===== src/stream_pkg.sv =====
package stream_pkg;

   // stream byte and output word geometry
   localparam int BYTE_W = 8;
   localparam int WORD_W = 32;
   localparam int LANES  = WORD_W / BYTE_W;

   // frame byte sum, wraps modulo 2^SUM_W
   localparam int SUM_W = 16;

   // one stored word, taken whole or as its bytes
   // byte 0 sits in bits 7:0 and is the first byte received
   typedef union packed {
      logic [WORD_W-1:0]            word;
      logic [LANES-1:0][BYTE_W-1:0] bytes;
   } word_u;

endpackage

===== src/byte_to_word_top.sv =====
`timescale 1ns/1ps

module byte_to_word_top import stream_pkg::*; #(
   parameter int ADDR_W = 6
) (
   input  logic              clk_i,
   input  logic              rst_n_i,
   input  logic              in_valid_i,
   input  logic [BYTE_W-1:0] in_data_i,
   input  logic              in_last_i,
   output logic              in_ready_o,
   output logic              out_valid_o,
   output logic [WORD_W-1:0] out_data_o,
   output logic              out_last_o,
   output logic [SUM_W-1:0]  out_sum_o,
   input  logic              out_ready_i
);

   // padded byte stream
   logic              pad_valid;
   logic [BYTE_W-1:0] pad_data;
   logic              pad_last;
   logic              pad_ready;

   // word stream out of the buffer
   logic              fifo_valid;
   word_u             fifo_word;
   logic              fifo_last;
   logic              fifo_ready;

   frame_padder u_padder (
      .clk_i      (clk_i),
      .rst_n_i    (rst_n_i),
      .in_valid_i (in_valid_i),
      .in_data_i  (in_data_i),
      .in_last_i  (in_last_i),
      .in_ready_o (in_ready_o),
      .pad_valid_o(pad_valid),
      .pad_data_o (pad_data),
      .pad_last_o (pad_last),
      .pad_ready_i(pad_ready)
   );

   width_fifo #(
      .ADDR_W(ADDR_W)
   ) u_fifo (
      .clk_i     (clk_i),
      .rst_n_i   (rst_n_i),
      .wr_valid_i(pad_valid),
      .wr_data_i (pad_data),
      .wr_last_i (pad_last),
      .wr_ready_o(pad_ready),
      .rd_valid_o(fifo_valid),
      .rd_word_o (fifo_word),
      .rd_last_o (fifo_last),
      .rd_ready_i(fifo_ready)
   );

   frame_summer u_summer (
      .clk_i      (clk_i),
      .rst_n_i    (rst_n_i),
      .in_valid_i (fifo_valid),
      .in_word_i  (fifo_word),
      .in_last_i  (fifo_last),
      .in_ready_o (fifo_ready),
      .out_valid_o(out_valid_o),
      .out_data_o (out_data_o),
      .out_last_o (out_last_o),
      .out_sum_o  (out_sum_o),
      .out_ready_i(out_ready_i)
   );

endmodule


===== src/frame_summer.sv =====
`timescale 1ns/1ps

module frame_summer import stream_pkg::*; (
   input  logic              clk_i,
   input  logic              rst_n_i,
   input  logic              in_valid_i,
   input  word_u             in_word_i,
   input  logic              in_last_i,
   output logic              in_ready_o,
   output logic              out_valid_o,
   output logic [WORD_W-1:0] out_data_o,
   output logic              out_last_o,
   output logic [SUM_W-1:0]  out_sum_o,
   input  logic              out_ready_i
);

   logic [SUM_W-1:0]  sum_q;
   logic [SUM_W-1:0]  word_sum;
   logic [SUM_W-1:0]  new_sum;
   logic              take;
   logic              out_valid_q;
   logic              out_last_q;
   logic [WORD_W-1:0] out_data_q;
   logic [SUM_W-1:0]  out_sum_q;

   assign in_ready_o = !out_valid_q || out_ready_i;
   assign take       = in_valid_i && in_ready_o;

   // add the word's bytes, pad bytes are zero
   always_comb begin
      word_sum = '0;
      for (int i = 0; i < LANES; i++) begin
         word_sum = word_sum + SUM_W'(in_word_i.bytes[i]);
      end
   end

   assign new_sum = sum_q + word_sum;

   always_ff @(posedge clk_i or negedge rst_n_i) begin
      if (!rst_n_i) begin
         out_valid_q <= 1'b0;
         out_last_q  <= 1'b0;
         sum_q       <= '0;
      end else begin
         if (take) begin
            out_valid_q <= 1'b1;
            out_last_q  <= in_last_i;
            // next frame starts from zero
            sum_q       <= in_last_i ? '0 : new_sum;
         end else if (out_ready_i) begin
            out_valid_q <= 1'b0;
         end
      end
   end

   always_ff @(posedge clk_i) begin
      if (take) begin
         out_data_q <= in_word_i.word;
         out_sum_q  <= new_sum;
      end
   end

   assign out_valid_o = out_valid_q;
   assign out_data_o  = out_data_q;
   assign out_last_o  = out_last_q;
   assign out_sum_o   = out_sum_q;

endmodule


===== src/width_fifo.sv =====
`timescale 1ns/1ps

module width_fifo import stream_pkg::*; #(
   parameter int ADDR_W = 6
) (
   input  logic              clk_i,
   input  logic              rst_n_i,
   input  logic              wr_valid_i,
   input  logic [BYTE_W-1:0] wr_data_i,
   input  logic              wr_last_i,
   output logic              wr_ready_o,
   output logic              rd_valid_o,
   output word_u             rd_word_o,
   output logic              rd_last_o,
   input  logic              rd_ready_i
);

   localparam int LANE_W  = $clog2(LANES);
   localparam int WADDR_W = ADDR_W - LANE_W;
   localparam logic [ADDR_W:0]   DEPTH      = (ADDR_W + 1)'(2 ** ADDR_W);
   localparam logic [ADDR_W:0]   WORD_BYTES = (ADDR_W + 1)'(LANES);
   localparam logic [LANE_W-1:0] LANE_LAST  = LANE_W'(LANES - 1);

   logic [ADDR_W-1:0]  wr_ptr_q;
   logic [WADDR_W-1:0] rd_ptr_q;
   logic [ADDR_W:0]    count_q;
   logic               last_mem [2**WADDR_W];
   logic               w_en;
   logic               r_en;
   logic               word_avail;
   logic               out_load;
   logic [WORD_W-1:0]  r_data;
   logic               ram_valid_q;
   logic               ram_last_q;
   logic               out_valid_q;
   logic               out_last_q;
   word_u              out_word_q;

   assign wr_ready_o = (count_q != DEPTH);
   assign w_en       = wr_valid_i && wr_ready_o;

   // at least one complete word stored
   assign word_avail = (count_q >= WORD_BYTES);
   assign out_load   = !out_valid_q || rd_ready_i;

   // prefetch when the RAM data register is empty or moving on
   assign r_en = word_avail && (!ram_valid_q || out_load);

   asym_ram_2p #(
      .W_DATA_W(BYTE_W),
      .R_DATA_W(WORD_W),
      .ADDR_W  (ADDR_W)
   ) u_ram (
      .clk_i   (clk_i),
      .w_en_i  (w_en),
      .w_data_i(wr_data_i),
      .w_addr_i(wr_ptr_q),
      .r_en_i  (r_en),
      .r_addr_i({rd_ptr_q, {LANE_W{1'b0}}}),
      .r_data_o(r_data)
   );

   always_ff @(posedge clk_i or negedge rst_n_i) begin
      if (!rst_n_i) begin
         wr_ptr_q    <= '0;
         rd_ptr_q    <= '0;
         count_q     <= '0;
         ram_valid_q <= 1'b0;
         out_valid_q <= 1'b0;
      end else begin
         if (w_en) begin
            wr_ptr_q <= wr_ptr_q + 1'b1;
         end
         if (r_en) begin
            rd_ptr_q <= rd_ptr_q + 1'b1;
         end
         // bytes in, whole words out
         case ({w_en, r_en})
            2'b10:   count_q <= count_q + 1'b1;
            2'b01:   count_q <= count_q - WORD_BYTES;
            2'b11:   count_q <= count_q + 1'b1 - WORD_BYTES;
            default: count_q <= count_q;
         endcase
         if (r_en) begin
            ram_valid_q <= 1'b1;
         end else if (out_load) begin
            ram_valid_q <= 1'b0;
         end
         if (out_load) begin
            out_valid_q <= ram_valid_q;
         end
      end
   end

   // last flag kept per word, written with the top lane byte
   always_ff @(posedge clk_i) begin
      if (w_en && (wr_ptr_q[LANE_W-1:0] == LANE_LAST)) begin
         last_mem[wr_ptr_q[ADDR_W-1:LANE_W]] <= wr_last_i;
      end
      if (r_en) begin
         ram_last_q <= last_mem[rd_ptr_q];
      end
      if (out_load && ram_valid_q) begin
         out_word_q.word <= r_data;
         out_last_q      <= ram_last_q;
      end
   end

   assign rd_valid_o = out_valid_q;
   assign rd_word_o  = out_word_q;
   assign rd_last_o  = out_last_q;

endmodule


===== src/frame_padder.sv =====
`timescale 1ns/1ps

module frame_padder import stream_pkg::*; (
   input  logic              clk_i,
   input  logic              rst_n_i,
   input  logic              in_valid_i,
   input  logic [BYTE_W-1:0] in_data_i,
   input  logic              in_last_i,
   output logic              in_ready_o,
   output logic              pad_valid_o,
   output logic [BYTE_W-1:0] pad_data_o,
   output logic              pad_last_o,
   input  logic              pad_ready_i
);

   localparam int LANE_W = $clog2(LANES);
   localparam logic [LANE_W-1:0] LANE_LAST = LANE_W'(LANES - 1);

   logic              run_q;
   logic              valid_q;
   logic              last_q;
   logic              pad_q;
   logic [LANE_W-1:0] lane_q;
   logic [BYTE_W-1:0] data_q;
   logic              load;
   logic              take;

   // output register free or draining this cycle
   assign load = !valid_q || pad_ready_i;

   // input blocked while zero bytes are being inserted
   assign in_ready_o = run_q && !pad_q && load;
   assign take       = in_valid_i && in_ready_o;

   always_ff @(posedge clk_i or negedge rst_n_i) begin
      if (!rst_n_i) begin
         run_q   <= 1'b0;
         valid_q <= 1'b0;
         last_q  <= 1'b0;
         pad_q   <= 1'b0;
         lane_q  <= '0;
      end else begin
         run_q <= 1'b1;
         if (pad_q && load) begin
            // zero byte, the one in the top lane closes the frame
            valid_q <= 1'b1;
            last_q  <= (lane_q == LANE_LAST);
            pad_q   <= (lane_q != LANE_LAST);
            lane_q  <= lane_q + 1'b1;
         end else if (take) begin
            valid_q <= 1'b1;
            last_q  <= in_last_i && (lane_q == LANE_LAST);
            pad_q   <= in_last_i && (lane_q != LANE_LAST);
            lane_q  <= lane_q + 1'b1;
         end else if (pad_ready_i) begin
            valid_q <= 1'b0;
         end
      end
   end

   always_ff @(posedge clk_i) begin
      if (pad_q && load) begin
         data_q <= '0;
      end else if (take) begin
         data_q <= in_data_i;
      end
   end

   assign pad_valid_o = valid_q;
   assign pad_data_o  = data_q;
   assign pad_last_o  = last_q;

endmodule


===== src/asym_ram_2p.sv =====
`timescale 1ns/1ps

module asym_ram_2p #(
   parameter int W_DATA_W = 8,
   parameter int R_DATA_W = 32,
   parameter int ADDR_W   = 6
) (
   input  logic                clk_i,
   input  logic                w_en_i,
   input  logic [W_DATA_W-1:0] w_data_i,
   input  logic [ADDR_W-1:0]   w_addr_i,
   input  logic                r_en_i,
   input  logic [ADDR_W-1:0]   r_addr_i,
   output logic [R_DATA_W-1:0] r_data_o
);

   // storage is N blocks of the narrower width
   localparam int MAXDATA_W  = (W_DATA_W > R_DATA_W) ? W_DATA_W : R_DATA_W;
   localparam int MINDATA_W  = (W_DATA_W < R_DATA_W) ? W_DATA_W : R_DATA_W;
   localparam int N          = MAXDATA_W / MINDATA_W;
   localparam int N_W        = $clog2(N);
   localparam int SYMBOL_W   = $clog2(MINDATA_W / 8);
   localparam int BLK_ADDR_W = ADDR_W - N_W - SYMBOL_W;

   logic [N-1:0]         en_wr;
   logic [MINDATA_W-1:0] data_wr [N];
   logic [MINDATA_W-1:0] data_rd [N];

   // blocks share the high address bits
   for (genvar g = 0; g < N; g++) begin : g_blk
      ram_2p #(
         .DATA_W(MINDATA_W),
         .ADDR_W(BLK_ADDR_W)
      ) u_ram (
         .clk_i   (clk_i),
         .w_en_i  (en_wr[g]),
         .w_addr_i(w_addr_i[ADDR_W-1:N_W+SYMBOL_W]),
         .w_data_i(data_wr[g]),
         .r_en_i  (r_en_i),
         .r_addr_i(r_addr_i[ADDR_W-1:N_W+SYMBOL_W]),
         .r_data_o(data_rd[g])
      );
   end

   if (W_DATA_W > R_DATA_W) begin : g_wide_wr
      logic [N_W-1:0] r_lane_q;

      // wide write hits every block at once
      always_comb begin
         for (int j = 0; j < N; j++) begin
            en_wr[j]   = w_en_i;
            data_wr[j] = w_data_i[j*MINDATA_W +: MINDATA_W];
         end
      end

      // lane select follows the registered read data
      always_ff @(posedge clk_i) begin
         if (r_en_i) begin
            r_lane_q <= r_addr_i[SYMBOL_W +: N_W];
         end
      end

      always_comb begin
         r_data_o = data_rd[r_lane_q];
      end

   end else if (W_DATA_W < R_DATA_W) begin : g_narrow_wr

      // low address bits pick the one block to write
      always_comb begin
         for (int j = 0; j < N; j++) begin
            en_wr[j]   = w_en_i && (w_addr_i[SYMBOL_W +: N_W] == N_W'(j));
            data_wr[j] = w_data_i;
         end
      end

      // block k fills lane k of the read word
      always_comb begin
         for (int k = 0; k < N; k++) begin
            r_data_o[k*MINDATA_W +: MINDATA_W] = data_rd[k];
         end
      end

   end else begin : g_equal

      always_comb begin
         en_wr[0]   = w_en_i;
         data_wr[0] = w_data_i;
         r_data_o   = data_rd[0];
      end

   end

endmodule


===== src/ram_2p.sv =====
`timescale 1ns/1ps

module ram_2p #(
   parameter int DATA_W = 8,
   parameter int ADDR_W = 4
) (
   input  logic              clk_i,
   input  logic              w_en_i,
   input  logic [ADDR_W-1:0] w_addr_i,
   input  logic [DATA_W-1:0] w_data_i,
   input  logic              r_en_i,
   input  logic [ADDR_W-1:0] r_addr_i,
   output logic [DATA_W-1:0] r_data_o
);

   logic [DATA_W-1:0] mem [2**ADDR_W];

   always_ff @(posedge clk_i) begin
      if (w_en_i) begin
         mem[w_addr_i] <= w_data_i;
      end
   end

   // read data register, holds while r_en_i is low
   always_ff @(posedge clk_i) begin
      if (r_en_i) begin
         r_data_o <= mem[r_addr_i];
      end
   end

endmodule


===== config.mk =====
export PLATFORM = sky130hd
export DESIGN_NAME = byte_to_word_top
export DESIGN_NICKNAME = d
export VERILOG_FILES = /design/src/stream_pkg.sv /design/src/byte_to_word_top.sv /design/src/frame_summer.sv /design/src/width_fifo.sv /design/src/frame_padder.sv /design/src/asym_ram_2p.sv /design/src/ram_2p.sv
export SDC_FILE = /design/constraint.sdc
export NUM_CORES = 1
export LEC_CHECK = 0
export ABC_AREA = 1
export BUFFER_PORTS_ARGS = -buffer_cell sky130_fd_sc_hd__buf_2
export CORE_ASPECT_RATIO = 1.75
export CORE_MARGIN = 4
export CORE_UTILIZATION = 42
export DETAILED_ROUTE_END_ITERATION = 12
export SETUP_SLACK_MARGIN = 0.2
export SYNTH_ARGS = -nofsm -noshare
export SYNTH_HDL_FRONTEND = slang
export SYNTH_SLANG_ARGS = --single-unit

===== constraint.sdc =====
create_clock -name clk_i -period 4.7 [get_ports clk_i]
set_input_delay 0.235 -clock clk_i [delete_from_list [all_inputs] [get_ports clk_i]]
set_output_delay 0.235 -clock clk_i [all_outputs]
set_load 0.02 [all_outputs]

==> impl_metrics.env, run 1 <==
export IMPL_cp_data_required_time_ns=5.07
export IMPL_syn_to_final_growth_pct=11.07
export IMPL_arrival_ns=4.42
export IMPL_via_count=17520
export IMPL_post_place_cells=3129
export IMPL_cts_num_sinks=693
export IMPL_number_of_search_and_repair_iterations_in_the_first_detailed_routing_pass=6
export IMPL_criticalPathCategory="reg2reg"
export IMPL_timing_final_crit_period_ns=4.047
export IMPL_grt_total_usage_pct=18.46
export IMPL_library_cell_with_the_largest_summed_area_after_synthesis="edfxtp_1"
export IMPL_synth_lib_cells_used_distinct=37
export IMPL_synth_nets=2334
export IMPL_crit_path_max_fanout=4
export IMPL_via_per_inst=5.392
export IMPL_antenna_cells_inserted=0
export IMPL_postCtsSetupRepairBufs=0
export IMPL_place_ws_ns=0.6495
export IMPL_floorplan_rows=125
export IMPL_number_of_antenna_violations_at_the_first_check_in_global_routing=1
export IMPL_post_cts_resized_instances=0
export IMPL_ant_nets=0
export IMPL_global_route_wire_length_before_repair_um=102300
export IMPL_cts_tree="yes"
export IMPL_latest_clock_arrival_within_the_worst_skew_pair_ns=0.61
export IMPL_postLayoutSetupSlackWorst_ns=0.6527
export IMPL_synth_seq_cells=693
export IMPL_drv_cap=0
export IMPL_final_layout_size_suffix_gt1_share_pct=8.220
export IMPL_fmax_mhz=247.1
export IMPL_worstPathCellList="ha_1, inv_1, fa_1, inv_1, nand3_1, nand2_1, xnor2_1, inv_1, fa_1, inv_1, fa_1, inv_1, ha_1, a21oi_1, nand2_1, nand2_1, nand2_1, nand2_1, nand3_1, and2_1"
export IMPL_ctsHoldBuffers=10
export IMPL_synth_top_area_share_pct=68.05
export IMPL_count_of_buffer_and_inverter_cells_on_the_critical_path=5
export IMPL_setup_violations=0
export IMPL_synth_yosys_seq_area_share_pct=72.42
export IMPL_clk_pin_slew_worst_paths_ns=0.07
export IMPL_largest_net_degree_at_the_start_of_global_routing=134
export IMPL_place_hpwl_um=42170
export IMPL_postSynthAreaPerCell_um2=12.48
export IMPL_crit_slowest_cell="fa_1"
export IMPL_synthesis_instances=2269
export IMPL_number_of_global_route_vias_before_repair=17370
export IMPL_die_x_um=204.3
export IMPL_worstSetupStartpointType="flop"
export IMPL_routed_wirelength_um=67720
export IMPL_clock_tree_htree_level_count=2
export IMPL_endpoint_kind="flop"
export IMPL_transition_time_of_the_tightest_slew_check_pin_ns=1.296
export IMPL_drt_initial_drc_count=1473
export IMPL_yosys_top_cells_area="edfxtp_1 (68%), nor2_1 (6.6%), o21ai_0 (4.4%)"
export IMPL_synth_warning_count=0
export IMPL_drc_errors=0
export IMPL_pin_count=64
export IMPL_initial_utilization_pct=42.52
export IMPL_chipHeight_um=351.6
export IMPL_timing_final_max_slew_violations=0
export IMPL_worst_slew_margin_rel_pct=13.26
export IMPL_cts_made_buffers=58
export IMPL_overflow_left_after_global_routing=0
export IMPL_core_mm2=0.06663
export IMPL_layout_worst_path_cycle_share_pct=86.11
export IMPL_routabilityCongestion=0.8422
export IMPL_die_area_mm2=0.07183
export IMPL_timing_critical_path_slowest_cell_delay_ns=0.50
export IMPL_timing_hold_violations_final=0
export IMPL_finish_net_count=2375
export IMPL_max_clock_path_buffers=3
export IMPL_run_status="finished clean"
export IMPL_finClkSkew_ns=0.01624
export IMPL_grt_setup_unrepaired="false"
export IMPL_root_buffer_master="clkbuf_16"
export IMPL_routed_length_per_instance_um=20.84
export IMPL_critPathTopFamily="adder cells"
export IMPL_hold_path_class="in2reg"
export IMPL_synth_area_mm2=0.02833
export IMPL_layoutNonFillerInstCount=3249
export IMPL_portBuffers=63
export IMPL_timing_setup_tns_ns=0
logic make-up after synthesis:
kind of cell             share of synthesized area [%]
AND/OR/NAND/NOR                                  10.89
XOR/XNOR                                        0.7729
buffers and inverters                            3.414
adder cells (fa/ha/maj)                          2.747
AO/OA/AOI/OAI                                    9.748
flip-flops                                       72.42
other                                          0.01324
per-stage QoR:
step | utilization [%] | hold WS (ns) | cell area (um^2)
2_1_floorplan | - | -0.06059 | 28330
3_3_place_gp | 44.28 | 0.3918 | 29500
3_5_place_dp | 44.28 | 0.4027 | 29500
4_1_cts | 47.23 | 0.002999 | 31470
5_1_grt | 47.23 | 0.03973 | 31470
6_report | 47.23 | 0.01732 | 31470
metal layers:
layer	up-vias	wire length (um)	global-route usage [%]	part of all wire (%)
met3	129	3402	1.849	5.0
li1	8115	-	-	-
met5	-	12	0	0.018
met1	8717	24280	20.69	36
met2	557	37450	35.65	55
met4	2	2578	7.252	3.8
cells in the mapped netlist:
master and instances:
a21o_1 1, a21oi_1 22, a22o_1 2, and2_1 6, buf_1 13, buf_2 42
buf_4 5, buf_6 1, clkbuf_1 57, clkbuf_2 2, clkinv_1 1, conb_1 1
dfrtp_1 43, dfxtp_1 8, edfxtp_1 642, fa_1 17, ha_1 35, inv_1 110
inv_2 5, nand2_1 190, nand2_2 3, nand3_1 72, nand3b_1 3, nand4_1 7
nor2_1 497, nor2_2 1, nor3_1 2, o211ai_1 133, o21a_1 1, o21ai_0 249
o21ai_1 65, o21bai_1 3, o22ai_1 3, o31ai_1 1, or2_2 1, xnor2_1 9
xor2_1 16
tightest hold or removal path, delay by kind of cell:
family	cells	cell delay (ns)
AOI/OAI and AO/OA	2	0.27
buffers and inverters	1	0.07
layout make-up:
cell class	instances	area [um^2]
inverters	116	442.9
clock inverters	33	257.7
repair buffers	101	663.1
clock buffers	77	1607
flip-flops and latches	693	20540
fillers	5865	35160
multi-input cells	1340	6847
well taps	889	1112
path summary, 6_finish.rpt:
check                                                         from                endpoint  slack, ns  depth (start not counted)
hold / removal                                        in_data_i[0]  u_padder.pad_data_o[0]       0.02                          3
hold reg to reg            u_fifo.u_ram.g_blk[0].u_ram.r_data_o[0]     u_fifo.rd_word_o[0]       0.42                          0
min in group asynchronous                                  rst_n_i       u_fifo.count_q[4]       0.28                          3
max in group asynchronous                                  rst_n_i      u_fifo.rd_ptr_q[0]       3.91                          3
setup reg to reg                               u_fifo.rd_word_o[0]  u_summer.out_sum_o[15]       0.65                         20
setup / recovery                               u_fifo.rd_word_o[0]  u_summer.out_sum_o[15]       0.65                         20
state kept, by name, summed over array words and instances (netlist names):
name                               count
u_fifo.count_q                         7
u_fifo.last_mem                       16
u_fifo.ram_last_q                      1
u_fifo.ram_valid_q                     1
u_fifo.rd_last_o                       1
u_fifo.rd_ptr_q                        4
u_fifo.rd_valid_o                      1
u_fifo.rd_word_o                      32
u_fifo.u_ram.g_blk.u_ram.mem         512
u_fifo.u_ram.g_blk.u_ram.r_data_o     32
u_fifo.wr_ptr_q                        6
u_padder.lane_q                        2
u_padder.pad_data_o                    8
u_padder.pad_last_o                    1
u_padder.pad_q                         1
u_padder.pad_valid_o                   1
u_padder.run_q                         1
u_summer.out_data_o                   32
u_summer.out_last_o                    1
u_summer.out_sum_o                    16
u_summer.out_valid_o                   1
u_summer.sum_q                        16
placed cells by master, fill, tap and decap left out, types with 16 or more instances in the layout:
cell type  netlist  routed
xor2_1          16      16
edfxtp_1       642     642
nand3_1         72      72
o21ai_1         65      65
buf_2           42      63
nor2_1         497     497
o21ai_0        249     249
fa_1            17      17
a21oi_1         22      22
clkbuf_16        0      61
buf_4            5      25
nand2_1        190     190
ha_1            35      35
dfrtp_1         43      40
inv_1          110     110
o211ai_1       133     133
Power of run 1 is not shown: default switching activity piles up to over one toggle a cycle in this logic, so the estimate is an artifact.
==> run 2: changes to the inputs <==
==> constraint.sdc (replaced) <==
create_clock -name clk_i -period 3.8 [get_ports clk_i]
set_input_delay 0.19 -clock clk_i [delete_from_list [all_inputs] [get_ports clk_i]]
set_output_delay 0.19 -clock clk_i [all_outputs]
set_load 0.02 [all_outputs]
==> impl_metrics.env, run 2 (synthesis gave the netlist of run 1 again) <==
export IMPL_most_frequent_cp_cell="fa_2"
export IMPL_endpoint_kind="flop"
export IMPL_chipHeight_um=351.6
export IMPL_max_clock_path_buffers=3
export IMPL_routed_wirelength_um=69600
export IMPL_via_count=17960
export IMPL_final_layout_size_suffix_gt1_share_pct=15.35
export IMPL_post_place_cells=3220
export IMPL_number_of_search_and_repair_iterations_in_the_first_detailed_routing_pass=7
export IMPL_timing_setup_tns_ns=-0.1230
export IMPL_most_common_library_cell_in_the_layout_ignoring_fill_and_taps="edfxtp_1"
export IMPL_cts_made_buffers=57
export IMPL_antenna_cells_inserted=0
export IMPL_timing_hold_worst_path_depth=3
export IMPL_worstPathCellList="ha_4, inv_2, fa_2, buf_4, xnor2_1, buf_4, fa_1, inv_1, fa_2, inv_2, fa_2, nand3_4, nand2_4, buf_6, nand3_2, nand4_1, and2_1"
export IMPL_flip_flop_count_of_the_largest_register_all_copies_and_words_added=512
export IMPL_core_mm2=0.06663
export IMPL_timing_critical_path_slowest_cell_delay_ns=0.52
export IMPL_layout_filler_cells=5752
export IMPL_postLayoutSetupSlackWorst_ns=-0.08500
export IMPL_largest_net_degree_at_the_start_of_global_routing=145
export IMPL_global_route_wire_length_before_repair_um=105100
export IMPL_via_per_inst=5.360
export IMPL_floorplan_rows=125
export IMPL_regMostFlops="u_fifo.u_ram.g_blk.u_ram.mem"
export IMPL_portBuffers=63
export IMPL_cp_data_required_time_ns=4.17
export IMPL_drc_errors=0
export IMPL_overflow_left_after_global_routing=0
export IMPL_grt_setup_unrepaired="true"
export IMPL_count_of_buffer_and_inverter_cells_on_the_critical_path=6
export IMPL_worstSetupStartpointType="flop"
export IMPL_drv_cap=0
export IMPL_timing_reg2reg_worst_path_depth=17
export IMPL_arrival_ns=4.25
export IMPL_layoutNonFillerInstCount=3351
export IMPL_pin_count=64
export IMPL_layout_worst_path_cycle_share_pct=102.2
export IMPL_finish_net_count=2479
export IMPL_root_buffer_master="clkbuf_16"
export IMPL_criticalPathCategory="reg2reg"
export IMPL_die_x_um=204.3
export IMPL_finClkSkew_ns=0.01269
export IMPL_place_hpwl_um=43740
export IMPL_fmax_mhz=257.4
export IMPL_clock_tree_htree_level_count=2
export IMPL_routabilityCongestion=0.8578
export IMPL_latest_clock_arrival_within_the_worst_skew_pair_ns=0.61
export IMPL_worst_slew_margin_rel_pct=19.17
export IMPL_commonest_non_fill_non_tap_cells_in_the_layout="edfxtp_1 (642), nor2_1 (494), o21ai_0 (247)"
export IMPL_cts_tree="yes"
export IMPL_die_area_mm2=0.07183
export IMPL_setup_violations=2
export IMPL_final_hold_worst_slack_ns=0.04867
export IMPL_ant_nets=0
export IMPL_violations="setup timing"
export IMPL_timing_critical_path_depth=17
export IMPL_worstSetupStartpoint="u_fifo.rd_word_o[0]"
export IMPL_transition_time_of_the_tightest_slew_check_pin_ns=1.212
export IMPL_placed_cell_area_mm2=0.03025
export IMPL_holdCritStartpoint="in_valid_i"
export IMPL_critPathTopFamily="adder cells"
export IMPL_timing_final_crit_period_ns=3.885
export IMPL_cts_num_sinks=693
export IMPL_timing_hold_violations_final=0
export IMPL_crit_path_max_fanout=3
export IMPL_initial_utilization_pct=42.52
export IMPL_final_cell_area_mm2=0.03285
export IMPL_drt_initial_drc_count=1607
export IMPL_timing_rr_start="u_fifo.rd_word_o[0]"
export IMPL_routed_length_per_instance_um=20.77
export IMPL_syn_to_final_growth_pct=15.98
export IMPL_clk_pin_slew_worst_paths_ns=0.07
export IMPL_number_of_global_route_vias_before_repair=17990
export IMPL_run_status="finished, violations left"
export IMPL_grt_total_usage_pct=18.92
export IMPL_number_of_antenna_violations_at_the_first_check_in_global_routing=0
export IMPL_crit_slowest_cell="fa_2"
export IMPL_hold_path_class="in2reg"
export IMPL_timing_final_max_slew_violations=0
[run 2: worst reg2reg max path, delay by kind of cell, from the launching register on]
kind,cells,cell delay [ns]
flops,1,0.40
fa+ha+maj,5,1.96
simple gates,5,0.59
buf+inv,6,0.59
xor+xnor,1,0.12
[run 2: layout make-up]
| cell class | instances | area, um^2 | area share, % |
|---|---|---|---|
| sequential | 693 | 20540 | 62.51 |
| multi-input combinational | 1340 | 7263 | 22.11 |
| clock buffer | 73 | 1580 | 4.810 |
| timing repair buffer | 206 | 1550 | 4.719 |
| tap | 889 | 1112 | 3.386 |
| inverter | 116 | 442.9 | 1.348 |
| clock inverter | 34 | 369.1 | 1.123 |
[run 2: what timing repair did]
action,in CTS,in global routing
endpoints found under the hold margin,55,0
setup endpoints to repair,24,25
buffers inserted,7,6
pin swaps,19,19
gates resized for setup,45,60
hold buffers,11,0
[run 2: layer usage]
layer / vias to the layer above / share of wire (%) / GRT usage [%]
met1: 8898 / 36 / 21.12
met2: 560 / 54 / 35.64
met5: - / 0 / 0
met3: 174 / 4.5 / 2.070
met4: 0 / 5.0 / 9.195
li1: 8329 / - / -
[run 2: per-stage QoR]
step,utilization (%),worst slack [ns]
4_1_cts,48.85,0.04972
5_1_grt,49.31,-0.1772
3_3_place_gp,45.40,-0.1114
3_5_place_dp,45.40,-0.2118
6_report,49.31,-0.08500
2_1_floorplan,-,0.2071
[run 2: final timing paths]
path                       slack, ns                      to
min reg2reg                     0.42     u_fifo.rd_word_o[6]
max                            -0.08  u_summer.out_sum_o[13]
min                             0.05  u_padder.pad_data_o[4]
min in group asynchronous       0.24       u_fifo.count_q[6]
max reg2reg                    -0.08  u_summer.out_sum_o[13]
max in group asynchronous       3.06      u_fifo.rd_ptr_q[1]
Power of run 2 is left out for the same reason.
==> run 3: changes to the inputs <==
--- a/config.mk
+++ b/config.mk
@@ -7,10 +7,12 @@
 export LEC_CHECK = 0
 export ABC_AREA = 1
 export BUFFER_PORTS_ARGS = -buffer_cell sky130_fd_sc_hd__buf_2
+export CAP_MARGIN = 10
 export CORE_ASPECT_RATIO = 1.75
 export CORE_MARGIN = 4
-export CORE_UTILIZATION = 42
+export CORE_UTILIZATION = 60
 export DETAILED_ROUTE_END_ITERATION = 12
+export PLACE_DENSITY = 0.77
 export SETUP_SLACK_MARGIN = 0.2
 export SYNTH_ARGS = -nofsm -noshare
 export SYNTH_HDL_FRONTEND = slang
==> impl_metrics.env, run 3 (synthesis gave the netlist of run 1 again) <==
export IMPL_run_status="finished, violations left"
export IMPL_violations="setup timing"
export IMPL_global_route_wire_length_before_repair_um=100400
export IMPL_finish_net_count=2462
export IMPL_endpoint_kind="flop"
export IMPL_crit_path_max_fanout=4
export IMPL_regMostFlops="u_fifo.u_ram.g_blk.u_ram.mem"
export IMPL_fmax_mhz=262.6
export IMPL_finish_utilization_pct=68.38
export IMPL_final_cell_area_mm2=0.03198
export IMPL_layout_filler_cells=3019
export IMPL_chipHeight_um=295.4
export IMPL_drv_cap=0
export IMPL_core_mm2=0.04677
export IMPL_timing_rr_start="u_fifo.rd_word_o[8]"
export IMPL_latest_clock_arrival_within_the_worst_skew_pair_ns=0.60
export IMPL_initial_utilization_pct=60.57
export IMPL_most_common_library_cell_in_the_layout_ignoring_fill_and_taps="edfxtp_1"
export IMPL_transition_time_of_the_tightest_slew_check_pin_ns=1.173
export IMPL_timing_final_max_slew_violations=0
export IMPL_worstPathCellList="ha_4, inv_2, fa_2, inv_2, nand3_1, nand2_2, xnor2_4, inv_2, fa_1, inv_1, fa_1, inv_2, ha_4, nand2_2, nand3b_1, nand2_2, nand2_2, nand2_2, nand2_2, and2_4"
export IMPL_post_place_cells=2908
export IMPL_arrival_ns=4.17
export IMPL_layout_worst_path_cycle_share_pct=100.2
export IMPL_crit_slowest_cell="fa_1"
export IMPL_timing_setup_tns_ns=-0.007796
export IMPL_cts_num_sinks=693
export IMPL_cts_made_buffers=56
export IMPL_commonest_non_fill_non_tap_cells_in_the_layout="edfxtp_1 (642), nor2_1 (495), o21ai_0 (248)"
export IMPL_antenna_cells_inserted=0
export IMPL_timing_reg2reg_worst_path_depth=20
export IMPL_largest_net_degree_at_the_start_of_global_routing=262
export IMPL_grt_total_usage_pct=25.89
export IMPL_number_of_global_route_vias_before_repair=18350
export IMPL_hold_path_class="in2async"
export IMPL_most_frequent_cp_cell="nand2_2"
export IMPL_postLayoutSetupSlackWorst_ns=-0.007796
export IMPL_place_hpwl_um=41280
export IMPL_grt_setup_unrepaired="true"
export IMPL_number_of_antenna_violations_at_the_first_check_in_global_routing=1
export IMPL_final_layout_size_suffix_gt1_share_pct=13.75
export IMPL_drc_errors=0
export IMPL_routabilityCongestion=0.8875
export IMPL_die_x_um=172.3
export IMPL_via_count=18330
export IMPL_cts_tree="yes"
export IMPL_drt_initial_drc_count=1736
export IMPL_layoutNonFillerInstCount=3031
export IMPL_routed_length_per_instance_um=21.95
export IMPL_floorplan_rows=105
export IMPL_overflow_left_after_global_routing=0
export IMPL_cp_data_required_time_ns=4.16
export IMPL_syn_to_final_growth_pct=12.89
export IMPL_criticalPathCategory="reg2reg"
export IMPL_routed_wirelength_um=66520
export IMPL_pin_count=64
export IMPL_reg2reg_to="u_summer.out_sum_o[14]"
export IMPL_portBuffers=63
export IMPL_clk_pin_slew_worst_paths_ns=0.07
export IMPL_regToRegSetupSlack_ns=-0.008
export IMPL_worst_slew_margin_rel_pct=21.81
export IMPL_number_of_search_and_repair_iterations_in_the_first_detailed_routing_pass=5
export IMPL_root_buffer_master="clkbuf_16"
export IMPL_die_area_mm2=0.05089
export IMPL_placed_cell_area_mm2=0.02973
export IMPL_setup_violations=1
export IMPL_timing_hold_violations_final=0
export IMPL_timing_final_crit_period_ns=3.808
export IMPL_ant_nets=0
export IMPL_timing_critical_path_slowest_cell_delay_ns=0.49
export IMPL_via_per_inst=6.046
export IMPL_clock_tree_htree_level_count=2
export IMPL_finClkSkew_ns=0.01112
export IMPL_max_clock_path_buffers=3
export IMPL_flip_flop_count_of_the_largest_register_all_copies_and_words_added=512
export IMPL_worstSetupStartpointType="flop"
==> run 3: worst max-delay path by stage <==
stage / from / end / slack (ns)
CTS: u_fifo.rd_word_o[8] / u_summer.sum_q[7] / 0.07
global placement: u_fifo.rd_word_o[0] / u_summer.out_sum_o[15] / -0.20
finish: u_fifo.rd_word_o[8] / u_summer.out_sum_o[14] / -0.008
detailed placement: u_fifo.rd_word_o[0] / u_summer.sum_q[7] / -0.27
floorplan: u_fifo.rd_word_o[0] / u_summer.out_sum_o[14] / 0.21
global route: u_fifo.rd_word_o[8] / u_summer.sum_q[14] / -0.15
==> run 3: critical path, delay by kind of cell, from the launching register on <==
family | cells | cell delay (ns)
fa+ha+maj | 5 | 1.77
simple gates | 9 | 0.98
flops | 1 | 0.40
buf+inv | 5 | 0.26
xor+xnor | 1 | 0.14
==> run 3: area by class of cell <==
cell class                 count  area, um^2  share of cell area [%]
multi-input combinational   1340        7188                   22.48
sequential                   693       20530                   64.21
tap                          588       735.7                   2.301
inverter                     116       442.9                   1.385
clock buffer                  86        1555                   4.863
timing repair buffer         190        1354                   4.233
clock inverter                18       170.2                  0.5321
==> run 3: metal layers <==
| layer | share of wire, % | vias to the layer above | GRT usage (%) |
|---|---|---|---|
| li1 | - | 8303 | - |
| met1 | 34 | 8847 | 29.61 |
| met2 | 52 | 918 | 46.04 |
| met3 | 6.5 | 257 | 2.903 |
| met4 | 7.0 | 0 | 15.91 |
| met5 | 0 | - | 0 |
==> run 3: repair_timing <==
| item | 4_1_cts | 5_1_grt |
|---|---|---|
| endpoints found under the setup margin | 22 | 23 |
| pin swaps | 8 | 10 |
| endpoints found under the hold margin | 55 | 0 |
| cloned | 0 | 0 |
| resized for setup | 41 | 39 |
| buffers inserted | 4 | 4 |
| hold buffers | 11 | 0 |
==> run 3: stage by stage <==
| step | hold WS (ns) | setup slack, ns |
|---|---|---|
| 2_1_floorplan | -0.1056 | 0.2071 |
| 3_3_place_gp | 0.09419 | -0.1998 |
| 3_5_place_dp | 0.09259 | -0.2670 |
| 4_1_cts | 0.01202 | 0.06559 |
| 5_1_grt | 0.04867 | -0.1464 |
| 6_report | 0.01375 | -0.007796 |
Power of run 3 is left out for the same reason.
